--- src/verilog/lc3b_types.sv ---
package lc3b_types;

    // ~~~~~~~~~~~~~~~~~~~~
    // Geometry
    localparam int NUM_SETS   = 8;   // Sets per cache.
    localparam int LINE_BYTES = 16;  // Bytes per cache line.

    // ~~~~~~~~~~~~~~~~~~~~
    // Basic widths
    typedef logic [15:0]               lc3b_word;       // Address or data word.
    typedef logic [1:0]                lc3b_mem_wmask;  // One enable per byte.
    typedef logic [LINE_BYTES*8-1:0]   lc3b_pmem_data;  // Whole cache line.

    // Word address split as tag | index | offset.
    typedef logic [3:0] lc3b_offset;  // Word select in [3:1], byte select in [0].
    typedef logic [2:0] lc3b_index;   // Set number.
    typedef logic [8:0] lc3b_tag;     // Upper address bits.

    // ~~~~~~~~~~~~~~~~~~~~
    // Request bundles
    typedef struct packed {
        logic          read;         // Read level.
        logic          write;        // Write level.
        lc3b_mem_wmask byte_enable;  // Bytes to write.
        lc3b_word      address;      // Byte address.
        lc3b_word      wdata;        // Write data.
    } lc3b_mem_req_t;

    typedef struct packed {
        logic          read;     // Line read level.
        logic          write;    // Line write level.
        lc3b_word      address;  // Line address with zero offset.
        lc3b_pmem_data wdata;    // Line to write.
    } lc3b_pmem_req_t;

    // ~~~~~~~~~~~~~~~~~~~~
    // Controller states
    typedef enum logic [1:0] {
        IDLE,       // Waiting for a request.
        WRITEBACK,  // Dirty victim going out.
        FILL,       // Line coming in.
        RESPOND     // Answer the requester.
    } cache_state_e;

    typedef enum logic [1:0] {
        ARB_IDLE,  // No owner.
        ARB_I,     // Instruction cache owns memory.
        ARB_D      // Data cache owns memory.
    } arb_state_e;

endpackage : lc3b_types
--- src/verilog/mem_hier.sv ---
`timescale 1ns/1ns

module mem_hier (
    input  logic                       clk,
    input  logic                       i_arst_n,
    input  lc3b_types::lc3b_mem_req_t  i_ireq,
    input  lc3b_types::lc3b_mem_req_t  i_dreq,
    input  logic                       i_pmem_resp,
    input  lc3b_types::lc3b_pmem_data  i_pmem_rdata,
    output logic                       o_iresp,
    output logic                       o_dresp,
    output lc3b_types::lc3b_word       o_irdata,
    output lc3b_types::lc3b_word       o_drdata,
    output lc3b_types::lc3b_pmem_req_t o_pmem_req
);

    import lc3b_types::*;

    // ~~~~~~~~~~~~~~~~~~~~
    // Cache to arbiter wiring
    lc3b_pmem_req_t ic_pmem_req;   // Instruction cache line request.
    lc3b_pmem_req_t dc_pmem_req;   // Data cache line request.
    logic           ic_pmem_resp;
    logic           dc_pmem_resp;
    lc3b_pmem_data  arb_rdata;     // Shared fill data.

    i_cache u_i_cache (
        .clk          (clk),
        .i_arst_n     (i_arst_n),
        .i_req        (i_ireq),
        .i_pmem_resp  (ic_pmem_resp),
        .i_pmem_rdata (arb_rdata),
        .o_resp       (o_iresp),
        .o_rdata      (o_irdata),
        .o_pmem_req   (ic_pmem_req)
    );

    d_cache u_d_cache (
        .clk          (clk),
        .i_arst_n     (i_arst_n),
        .i_req        (i_dreq),
        .i_pmem_resp  (dc_pmem_resp),
        .i_pmem_rdata (arb_rdata),
        .o_resp       (o_dresp),
        .o_rdata      (o_drdata),
        .o_pmem_req   (dc_pmem_req)
    );

    // ~~~~~~~~~~~~~~~~~~~~
    // Single physical port
    arbiter u_arbiter (
        .clk           (clk),
        .i_arst_n      (i_arst_n),
        .i_i_pmem_req  (ic_pmem_req),
        .i_d_pmem_req  (dc_pmem_req),
        .i_pmem_resp   (i_pmem_resp),
        .i_pmem_rdata  (i_pmem_rdata),
        .o_i_pmem_resp (ic_pmem_resp),
        .o_d_pmem_resp (dc_pmem_resp),
        .o_pmem_rdata  (arb_rdata),
        .o_pmem_req    (o_pmem_req)
    );

endmodule : mem_hier

--- src/verilog/arbiter.sv ---
`timescale 1ns/1ns

module arbiter (
    input  logic                       clk,
    input  logic                       i_arst_n,
    input  lc3b_types::lc3b_pmem_req_t i_i_pmem_req,
    input  lc3b_types::lc3b_pmem_req_t i_d_pmem_req,
    input  logic                       i_pmem_resp,
    input  lc3b_types::lc3b_pmem_data  i_pmem_rdata,
    output logic                       o_i_pmem_resp,
    output logic                       o_d_pmem_resp,
    output lc3b_types::lc3b_pmem_data  o_pmem_rdata,
    output lc3b_types::lc3b_pmem_req_t o_pmem_req
);

    import lc3b_types::*;

    arb_state_e state_q;
    arb_state_e state_d;
    logic       i_pending;
    logic       d_pending;

    assign i_pending = i_i_pmem_req.read || i_i_pmem_req.write;
    assign d_pending = i_d_pmem_req.read || i_d_pmem_req.write;

    // ~~~~~~~~~~~~~~~~~~~~
    // Grant FSM
    always_comb begin
        state_d = state_q;
        case (state_q)
            ARB_IDLE: begin
                if (d_pending) begin
                    state_d = ARB_D;  // Data side wins ties.
                end else if (i_pending) begin
                    state_d = ARB_I;
                end
            end
            ARB_I, ARB_D: begin
                if (i_pmem_resp) begin
                    state_d = ARB_IDLE;
                end
            end
            default: state_d = ARB_IDLE;
        endcase
    end

    always_ff @(posedge clk or negedge i_arst_n) begin
        if (!i_arst_n) begin
            state_q <= ARB_IDLE;
        end else begin
            state_q <= state_d;
        end
    end

    // ~~~~~~~~~~~~~~~~~~~~
    // Steering
    always_comb begin
        o_pmem_req    = '0;  // Nothing forwarded without an owner.
        o_i_pmem_resp = 1'b0;
        o_d_pmem_resp = 1'b0;
        case (state_q)
            ARB_I: begin
                o_pmem_req    = i_i_pmem_req;
                o_i_pmem_resp = i_pmem_resp;
            end
            ARB_D: begin
                o_pmem_req    = i_d_pmem_req;
                o_d_pmem_resp = i_pmem_resp;
            end
            default: begin
                o_pmem_req = '0;
            end
        endcase
    end

    // Both clients see the line but only the owner sees resp.
    assign o_pmem_rdata = i_pmem_rdata;

endmodule : arbiter

--- src/verilog/d_cache.sv ---
`timescale 1ns/1ns

module d_cache (
    input  logic                       clk,
    input  logic                       i_arst_n,
    input  lc3b_types::lc3b_mem_req_t  i_req,
    input  logic                       i_pmem_resp,
    input  lc3b_types::lc3b_pmem_data  i_pmem_rdata,
    output logic                       o_resp,
    output lc3b_types::lc3b_word       o_rdata,
    output lc3b_types::lc3b_pmem_req_t o_pmem_req
);

    import lc3b_types::*;

    cache_state_e        state_q;
    lc3b_pmem_data       line_q [NUM_SETS];  // Line storage.
    lc3b_tag             tag_q  [NUM_SETS];
    logic [NUM_SETS-1:0] valid_q;
    logic [NUM_SETS-1:0] dirty_q;            // Line differs from memory.

    lc3b_tag       req_tag;
    lc3b_index     req_idx;
    lc3b_offset    req_off;
    logic          req_valid;
    logic          hit;
    logic          victim_dirty;
    lc3b_word      cur_word;
    lc3b_word      merged_word;
    lc3b_pmem_data merged_line;

    assign {req_tag, req_idx, req_off} = i_req.address;
    assign req_valid    = i_req.read || i_req.write;
    assign hit          = valid_q[req_idx] && (tag_q[req_idx] == req_tag);
    assign victim_dirty = valid_q[req_idx] && dirty_q[req_idx];

    // ~~~~~~~~~~~~~~~~~~~~
    // Word select and byte merge
    always_comb begin
        cur_word    = line_q[req_idx][req_off[3:1]*$bits(lc3b_word) +: $bits(lc3b_word)];
        merged_word = cur_word;
        if (i_req.byte_enable[0]) begin
            merged_word[7:0] = i_req.wdata[7:0];    // Low byte.
        end
        if (i_req.byte_enable[1]) begin
            merged_word[15:8] = i_req.wdata[15:8];  // High byte.
        end
        merged_line = line_q[req_idx];
        merged_line[req_off[3:1]*$bits(lc3b_word) +: $bits(lc3b_word)] = merged_word;
    end

    // ~~~~~~~~~~~~~~~~~~~~
    // Physical side
    always_comb begin
        o_pmem_req       = '0;
        o_pmem_req.wdata = line_q[req_idx];  // Victim line.
        case (state_q)
            WRITEBACK: begin
                o_pmem_req.write   = 1'b1;
                // Old line goes back to where its stored tag says.
                o_pmem_req.address = {tag_q[req_idx], req_idx,
                                      {$clog2(LINE_BYTES){1'b0}}};
            end
            FILL: begin
                o_pmem_req.read    = 1'b1;
                o_pmem_req.address = {req_tag, req_idx, {$clog2(LINE_BYTES){1'b0}}};
            end
            default: begin
                o_pmem_req.read = 1'b0;
            end
        endcase
    end

    // ~~~~~~~~~~~~~~~~~~~~
    // Controller
    always_ff @(posedge clk or negedge i_arst_n) begin
        if (!i_arst_n) begin
            state_q <= IDLE;
            valid_q <= '0;
            dirty_q <= '0;
            o_resp  <= 1'b0;
        end else begin
            o_resp <= 1'b0;  // Single cycle pulse.
            case (state_q)
                IDLE: begin
                    if (req_valid && !o_resp) begin
                        if (hit) begin
                            state_q <= RESPOND;
                        end else if (victim_dirty) begin
                            state_q <= WRITEBACK;
                        end else begin
                            state_q <= FILL;
                        end
                    end
                end
                WRITEBACK: begin
                    if (i_pmem_resp) begin
                        state_q <= FILL;  // Now fetch the new line.
                    end
                end
                FILL: begin
                    if (i_pmem_resp) begin
                        valid_q[req_idx] <= 1'b1;
                        dirty_q[req_idx] <= 1'b0;
                        state_q          <= RESPOND;
                    end
                end
                RESPOND: begin
                    if (i_req.write) begin
                        dirty_q[req_idx] <= 1'b1;
                    end
                    o_resp  <= 1'b1;
                    state_q <= IDLE;
                end
                default: state_q <= IDLE;
            endcase
        end
    end

    // Line, tag and read data.
    always_ff @(posedge clk) begin
        if (state_q == FILL && i_pmem_resp) begin
            line_q[req_idx] <= i_pmem_rdata;
            tag_q[req_idx]  <= req_tag;
        end else if (state_q == RESPOND && i_req.write) begin
            line_q[req_idx] <= merged_line;  // Write lands before resp.
        end
        if (state_q == RESPOND) begin
            o_rdata <= cur_word;
        end
    end

endmodule : d_cache

--- src/verilog/i_cache.sv ---
`timescale 1ns/1ns

module i_cache (
    input  logic                       clk,
    input  logic                       i_arst_n,
    input  lc3b_types::lc3b_mem_req_t  i_req,
    input  logic                       i_pmem_resp,
    input  lc3b_types::lc3b_pmem_data  i_pmem_rdata,
    output logic                       o_resp,
    output lc3b_types::lc3b_word       o_rdata,
    output lc3b_types::lc3b_pmem_req_t o_pmem_req
);

    import lc3b_types::*;

    cache_state_e        state_q;
    lc3b_pmem_data       line_q [NUM_SETS];  // Line storage.
    lc3b_tag             tag_q  [NUM_SETS];
    logic [NUM_SETS-1:0] valid_q;

    lc3b_tag    req_tag;
    lc3b_index  req_idx;
    lc3b_offset req_off;
    logic       hit;
    lc3b_word   cur_word;

    assign {req_tag, req_idx, req_off} = i_req.address;
    assign hit = valid_q[req_idx] && (tag_q[req_idx] == req_tag);

    // Word picked out of the indexed line.
    assign cur_word = line_q[req_idx][req_off[3:1]*$bits(lc3b_word) +: $bits(lc3b_word)];

    // ~~~~~~~~~~~~~~~~~~~~
    // Physical side
    always_comb begin
        o_pmem_req = '0;  // Read only, never writes.
        if (state_q == FILL) begin
            o_pmem_req.read    = 1'b1;
            o_pmem_req.address = {req_tag, req_idx, {$clog2(LINE_BYTES){1'b0}}};
        end
    end

    // ~~~~~~~~~~~~~~~~~~~~
    // Controller
    always_ff @(posedge clk or negedge i_arst_n) begin
        if (!i_arst_n) begin
            state_q <= IDLE;
            valid_q <= '0;
            o_resp  <= 1'b0;
        end else begin
            o_resp <= 1'b0;  // Single cycle pulse.
            case (state_q)
                IDLE: begin
                    // Skip the resp cycle while the old request is still held.
                    if (i_req.read && !o_resp) begin
                        state_q <= hit ? RESPOND : FILL;
                    end
                end
                FILL: begin
                    if (i_pmem_resp) begin
                        valid_q[req_idx] <= 1'b1;
                        state_q          <= RESPOND;
                    end
                end
                RESPOND: begin
                    o_resp  <= 1'b1;
                    state_q <= IDLE;
                end
                default: state_q <= IDLE;
            endcase
        end
    end

    // Line, tag and read data.
    always_ff @(posedge clk) begin
        if (state_q == FILL && i_pmem_resp) begin
            line_q[req_idx] <= i_pmem_rdata;
            tag_q[req_idx]  <= req_tag;
        end
        if (state_q == RESPOND) begin
            o_rdata <= cur_word;
        end
    end

endmodule : i_cache

--- config.mk ---
export PLATFORM = sky130hd
export DESIGN_NAME = mem_hier
export DESIGN_NICKNAME = d
export VERILOG_FILES = /design/src/verilog/lc3b_types.sv /design/src/verilog/mem_hier.sv /design/src/verilog/arbiter.sv /design/src/verilog/d_cache.sv /design/src/verilog/i_cache.sv
export SDC_FILE = /design/constraint.sdc
export NUM_CORES = 2
export LEC_CHECK = 0
export ABC_AREA = 1
export ABC_CLOCK_PERIOD_IN_PS = 11900
export BUFFER_PORTS_ARGS = -buffer_cell sky130_fd_sc_hd__buf_2
export CORE_MARGIN = 2
export CORE_UTILIZATION = 36
export DETAILED_ROUTE_END_ITERATION = 10
export PLACE_DENSITY = 0.59
export SETUP_SLACK_MARGIN = 0.5
export SYNTH_ARGS = -nofsm -noshare
export SYNTH_HDL_FRONTEND = slang
export SYNTH_SLANG_ARGS = --single-unit
--- constraint.sdc ---
create_clock -name clk -period 11.9 [get_ports clk]
set_input_delay 2.38 -clock clk [delete_from_list [all_inputs] [get_ports clk]]
set_output_delay 2.38 -clock clk [all_outputs]
set_load 0.05 [all_outputs]
-- Word-level counts from Yosys, hierarchy flattened
Memories as Yosys holds them, arrays and structs flattened.
Index checks and enable logic that the tools add are counted.
W data, S select, Z words.
- register bits: 64
- output and inout port bits: 180
- RAM bits: 2192
- memories kept: 4
- input port bits: 203
- logic and storage cells: 119
- memory list (name ; words ; bits a word ; rd ports ; clocked after Yosys merged registers in ; wr ports ; RTL line ; RTL):
    u_d_cache.line_q ; 8 ; 128 ; 1 ; 0 ; 1 ; d_cache.sv:17 ; lc3b_pmem_data line_q [NUM_SETS];
    u_i_cache.line_q ; 8 ; 128 ; 1 ; 0 ; 1 ; i_cache.sv:17 ; lc3b_pmem_data line_q [NUM_SETS];
    u_d_cache.tag_q ; 8 ; 9 ; 1 ; 0 ; 1 ; d_cache.sv:18 ; lc3b_tag tag_q [NUM_SETS];
    u_i_cache.tag_q ; 8 ; 9 ; 1 ; 0 ; 1 ; i_cache.sv:18 ; lc3b_tag tag_q [NUM_SETS];
- bitwise gates (word level): 6
- add/sub/neg operators: 1
- magnitude comparators: 4
- shift operators: 4
- equal/unequal tests: 17
- reduce and logical (&&, ||, !) cells: 25
- mux-type cells: 48
- operator list (kind ; number):
    $pmux W146 S2 ; 1
    $shiftx A128 B8 Y16 ; 2
    $bwmux W128 ; 1
    $mux W128 ; 1
    $shift A16 B34 Y128 const A ; 1
    $shiftx A16 B34 Y128 ; 1
    $neg A7 Y34 ; 1
    $mux W8 ; 4
    $pmux W16 S2 ; 1
    $or A8 B8 Y8 ; 3
    $mux W1 ; 20
    $mux W2 ; 10
    $eq A9 B9 Y1 ; 2
    $mux W16 ; 1
    $pmux W8 S2 ; 1
    $eq A2 B2 Y1 const B ; 5
    $logic_and A1 B1 Y1 ; 10
    $ne A2 B1 Y1 const B ; 5
    $bmux W1 S3 ; 3
    $and A8 B8 Y8 ; 1
    $lt A3 B4 Y1 const B ; 2
    $not A8 Y8 ; 1
    $pmux W2 S2 ; 2
    $pmux W2 S4 ; 1
    other kinds (13) ; 25

-- Depth between registers and ports, before layout
- depth after elaboration: 8
- mapped depth: 21
- mapped depth without buffers: 17

-- Cells and area by module
From an unflattened synthesis, not the netlist that was laid out.
- cells, all modules: 9369
- area total of the unflattened synthesis: 98538.3 um^2
- modules (own cells, without submodules) (module ; sequential area each (um^2) ; times used ; cells an instance ; area an instance (um^2)):
    d_cache ; 33867.5 ; 1 ; 5334 ; 51135.3
    i_cache ; 33667.3 ; 1 ; 3394 ; 44122.3
    arbiter ; 50.0 ; 1 ; 641 ; 3280.6

-- Worst setup path before layout
No wires, ideal clock.
- kind: input port to flip-flop
- from: input i_ireq[22] in the netlist's numbering
- to: memory u_i_cache.line_q[1][0] in the netlist's numbering, enable pin
- library setup time: 0.636 ns
- data required time: 11.264 ns
- data arrival time: 8.735 ns
- path buffers: 2
- slack: 2.530 ns
- stages on the path: 5
- cells stage by stage: buf_2 > nor2_2 > nand2_1 > clkbuf_1 > nor2_1
- RTL lines (element ; RTL line ; RTL):
    from (decl) ; mem_hier.sv:6 ; input lc3b_types::lc3b_mem_req_t i_ireq,
    to (decl) ; i_cache.sv:17 ;
No word-level cell before the write port.

==> tab_implementation.tex <==
\begin{tabular}{lr}
\hline
Metric & Value \\
\hline
\multicolumn{2}{l}{\textbf{Timing}} \\
\quad Slew at the pin closest to its max-slew limit & 1.17 ns \\
\quad Post-route fraction of the period consumed by the critical path & 71.2\% \\
\quad Fmax achieved & 0.118 GHz \\
\quad Count of pins over their slew limit & 0 \\
\quad Final worst clock skew & 0.0637 ns \\
\quad Setup repair after global routing missed its margin & no \\
\quad Hold Vio Cnt, Final & 0 \\
\quad Slew headroom & 21.7\% \\
\quad Post-layout min period & 8.48 ns \\
\quad Final setup violating endpoints & 0 \\
\quad Setup Total Neg Slack & 0 ns \\
\multicolumn{2}{l}{\textbf{Global routing}} \\
\quad Total congestion overflow after global routing & 0 \\
\quad Total global routing track utilization & 24.0\% \\
\quad Via count of the first global-routing pass & 59800 \\
\quad Antenna violations before repair & 121 \\
\quad First-pass GRT wire length & 456 mm \\
\quad Pin count of the biggest net entering global routing & 166 \\
\multicolumn{2}{l}{\textbf{Outcome}} \\
\quad Result of the run & completed \\
\multicolumn{2}{l}{\textbf{Drt}} \\
\quad Number of design rule violations left after detail routing & 0 \\
\quad Routed WL per cell & 26.7 um \\
\quad Max layer used & met5 \\
\quad Routed vias/inst & 5.39 \\
\quad Total detailed-routing wirelength & 328 mm \\
\quad Met3 wirelength from detailed routing & 39.9 mm \\
\quad Vias after detailed routing & 66200 \\
\quad Sum of routed wire segments on met1 & 133 mm \\
\quad Number of search-and-repair iterations in the first detailed-routing pass & 6 \\
\quad Number of DRC violations after detailed-routing iteration 0 & 9173 \\
\quad Number of nets with antenna violations after routing & 0 \\
\quad Sum of met2 wire segment lengths after detailed routing & 143 mm \\
\multicolumn{2}{l}{\textbf{Synth}} \\
\quad Post-synth EDFFs & 2224 \\
\quad Yosys top cell area share & 70.9\% \\
\quad Dominant cell by count in the synthesized netlist & nand2\_1 \\
\quad Average footprint of a synthesized cell & 11.4 um2 \\
\quad Synth Register Bits & 2256 \\
\quad Number of cells produced by synthesis & 8297 \\
\quad Prevailing post-synth register cell & edfxtp\_1 \\
\quad Post-synthesis cell area & 94200 um2 \\
\quad Most frequent cells after synthesis & nand2\_1 (3659), edfxtp\_1 (2224), inv\_1 (308) \\
\quad Ys async rst share & 1.42\% \\
\quad Yosys warnings & 0 \\
\quad Post-synth top area cell & edfxtp\_1 \\
\quad Synth cell types & 54 \\
\quad Seq/Total Area, Yosys & 71.7\% \\
\quad Dominant cells by area after synthesis & edfxtp\_1 (71\%), nand2\_1 (15\%), a21oi\_1 (1.5\%) \\
\multicolumn{2}{l}{\textbf{Die}} \\
\quad Core Footprint & 260000 um2 \\
\quad Die Footprint & 266000 um2 \\
\quad Effective utilization at floorplan & 36.2\% \\
\quad Standard-cell row count & 187 \\
\quad Die outline width & 516 um \\
\quad Die extent in y & 516 um \\
\quad Number of top-level pins & 383 \\
\multicolumn{2}{l}{\textbf{Clock network}} \\
\quad Clock slew seen by the registers of the worst setup and hold paths & 0.06 ns \\
\quad Post-CTS Setup Repair Bufs & 0 \\
\quad Clock tree root buffer cell & clkbuf\_16 \\
\quad TritonCTS clock tree & yes \\
\quad CTS H-Tree Depth & 4 \\
\quad Skew-Pair Late Insertion Delay & 0.89 ns \\
\quad Number of instances resized during post-cts repair & 0 \\
\quad Clock sinks & 2256 \\
\quad Inserted Clock Buffers & 226 \\
\quad Max Root-Sink Buffers & 3 \\
\quad Hold buffers post-CTS & 0 \\
\multicolumn{2}{l}{\textbf{Critical path}} \\
\quad Worst Path Max Fanout & 62 \\
\quad Arrival time reported for the critical path endpoint & 6.10 ns \\
\quad Type of the worst setup path & input port to primary output \\
\quad Cell mode on critical path & nand2\_1 \\
\quad Category of the worst setup path capture point & primary output \\
\quad Delay contributed by the slowest stage of the critical path & 0.87 ns \\
\quad Data required time at the worst endpoint & 9.52 ns \\
\quad Critical path launch point type & input port \\
\quad Slowest stage cell, crit path & a21oi\_1 \\
\quad Series of cell instances along the critical path & buf\_8, inv\_8, buf\_4, buf\_4, nand2\_1, nand2\_1, nand2\_1, nand2\_1, nand2\_1, a21oi\_1, buf\_2 \\
\multicolumn{2}{l}{\textbf{Final layout}} \\
\quad Nets & 8761 \\
\quad Layout overhead on the synthesized area & 13.2\% \\
\quad Fraction of layout instances using a drive strength above 1 & 10.3\% \\
\multicolumn{2}{l}{\textbf{Flow run}} \\
\quad Number of max-capacitance violations reported & 0 \\
\multicolumn{2}{l}{\textbf{Place}} \\
\quad Post-DP HPWL & 201 mm \\
\quad Final weighted congestion in routability-driven placement & 0.892 \\
\quad Count of buffers inserted at the top-level ports & 357 \\
\multicolumn{2}{l}{\textbf{Power and ir drop}} \\
\quad Pwr per Cell Area & 177 nW/um2 \\
\quad P\_leak & 41.0 nW \\
\quad Overall power after layout & 0.0189 W \\
\quad Worst-case vdd ir drop & 0.166 mV \\
\multicolumn{2}{l}{\textbf{Hold path}} \\
\quad Hold Path Class & flip-flop to flip-flop \\
\hline
\end{tabular}
-- metrics by stage --
step                cells  area, um2  worst slack, ns  utilization, %  hold slack (ns)
finish              12300     107000             3.42            41.0            0.460
global route        12300     107000             3.35            41.0            0.482
CTS                 12200     107000             3.60            41.0            0.459
detailed placement  11800      99400             3.61            38.2            0.445
global placement    11800      99400             3.63            38.2            0.438
floorplan            8300      94200             2.53               -            0.424
-- critical path, delay by kind of cell --
family | cells | cell delay (ns)
simple gates | 5 | 0.40
buf+inv | 5 | 2.28
compound gates | 1 | 0.87
-- cells by family (layout without fill, tap and decap cells) --
logic type | after synthesis | after routing | synth area share (%)
and+or+nand+nor | 4411 | 4411 | 18.8
AOI/OAI and AO/OA | 838 | 838 | 5.50
adders and majority gates | 10 | 10 | 0.133
other | 1 | 46 | 0.00398
xor gates and xnor gates | 2 | 2 | 0.0186
buffers and inverters | 779 | 1213 | 3.75
DFF | 2256 | 2256 | 71.7
-- final timing paths --
path	from	end	slack (ns)	cells after the start
setup / recovery	i_dreq[20]	o_pmem_req[28]	3.42	11
hold / removal	u_i_cache.valid_q[1]	u_i_cache.valid_q[1]	0.46	2
hold reg to reg	u_i_cache.valid_q[1]	u_i_cache.valid_q[1]	0.46	2
min in group asynchronous	i_arst_n	u_i_cache.o_resp	1.61	1
max in group asynchronous	i_arst_n	u_i_cache.valid_q[6]	9.67	1
setup reg to reg	u_d_cache.state_q[0]	u_d_cache.line_q[4][8]	6.98	8
-- metal layers --
metal | up-vias | global-route usage [%]
met5 | - | 0
met3 | 557 | 6.38
met2 | 3758 | 35.3
li1 | 29200 | -
met4 | 38 | 9.40
met1 | 32600 | 33.8
-- layout make-up --
cell class	instances	area, um2
inverter	331	1290
tap	3496	4370
multi-input combinational	5265	23300
antenna	42	105
clock inverter	139	1180
clock buffer	275	5970
timing repair buffer	468	2860
fill	24500	153000
sequential	2256	67600
-- state kept, by name (all words and copies together) (netlist names), 8 cells and up, named ones only --
| signal | cells |
|---|---|
| u_d_cache.line_q | 1024 |
| u_d_cache.o_rdata | 16 |
| u_d_cache.tag_q | 72 |
| u_d_cache.valid_q | 8 |
| u_i_cache.line_q | 1024 |
| u_i_cache.o_rdata | 16 |
| u_i_cache.tag_q | 72 |
| u_i_cache.valid_q | 8 |
-- cells in the final DEF, fill, tap and decap left out, drive strengths merged, types with 16 or more instances in the layout --
cell and instances:
buf 468, clkinv 115, nand3 230, inv 336, diode 42, o22ai 20, a21oi 284, clkbuf 275
dfrtp 32, bufinv 16, nor2 237, edfxtp 2224, a221oi 77, o211ai 20, a22o 64, nand4 216
nand2 3678, a22oi 97, or2 22, o21ai 231
-- where the power goes --
part	switching, W	internal [W]	leakage [nW]
clock	0.00305	0.00390	3.50
combinational	0.00221	0.000464	17.1
sequential	0.0000690	0.00922	20.4
(Power assumes the default switching activity.)
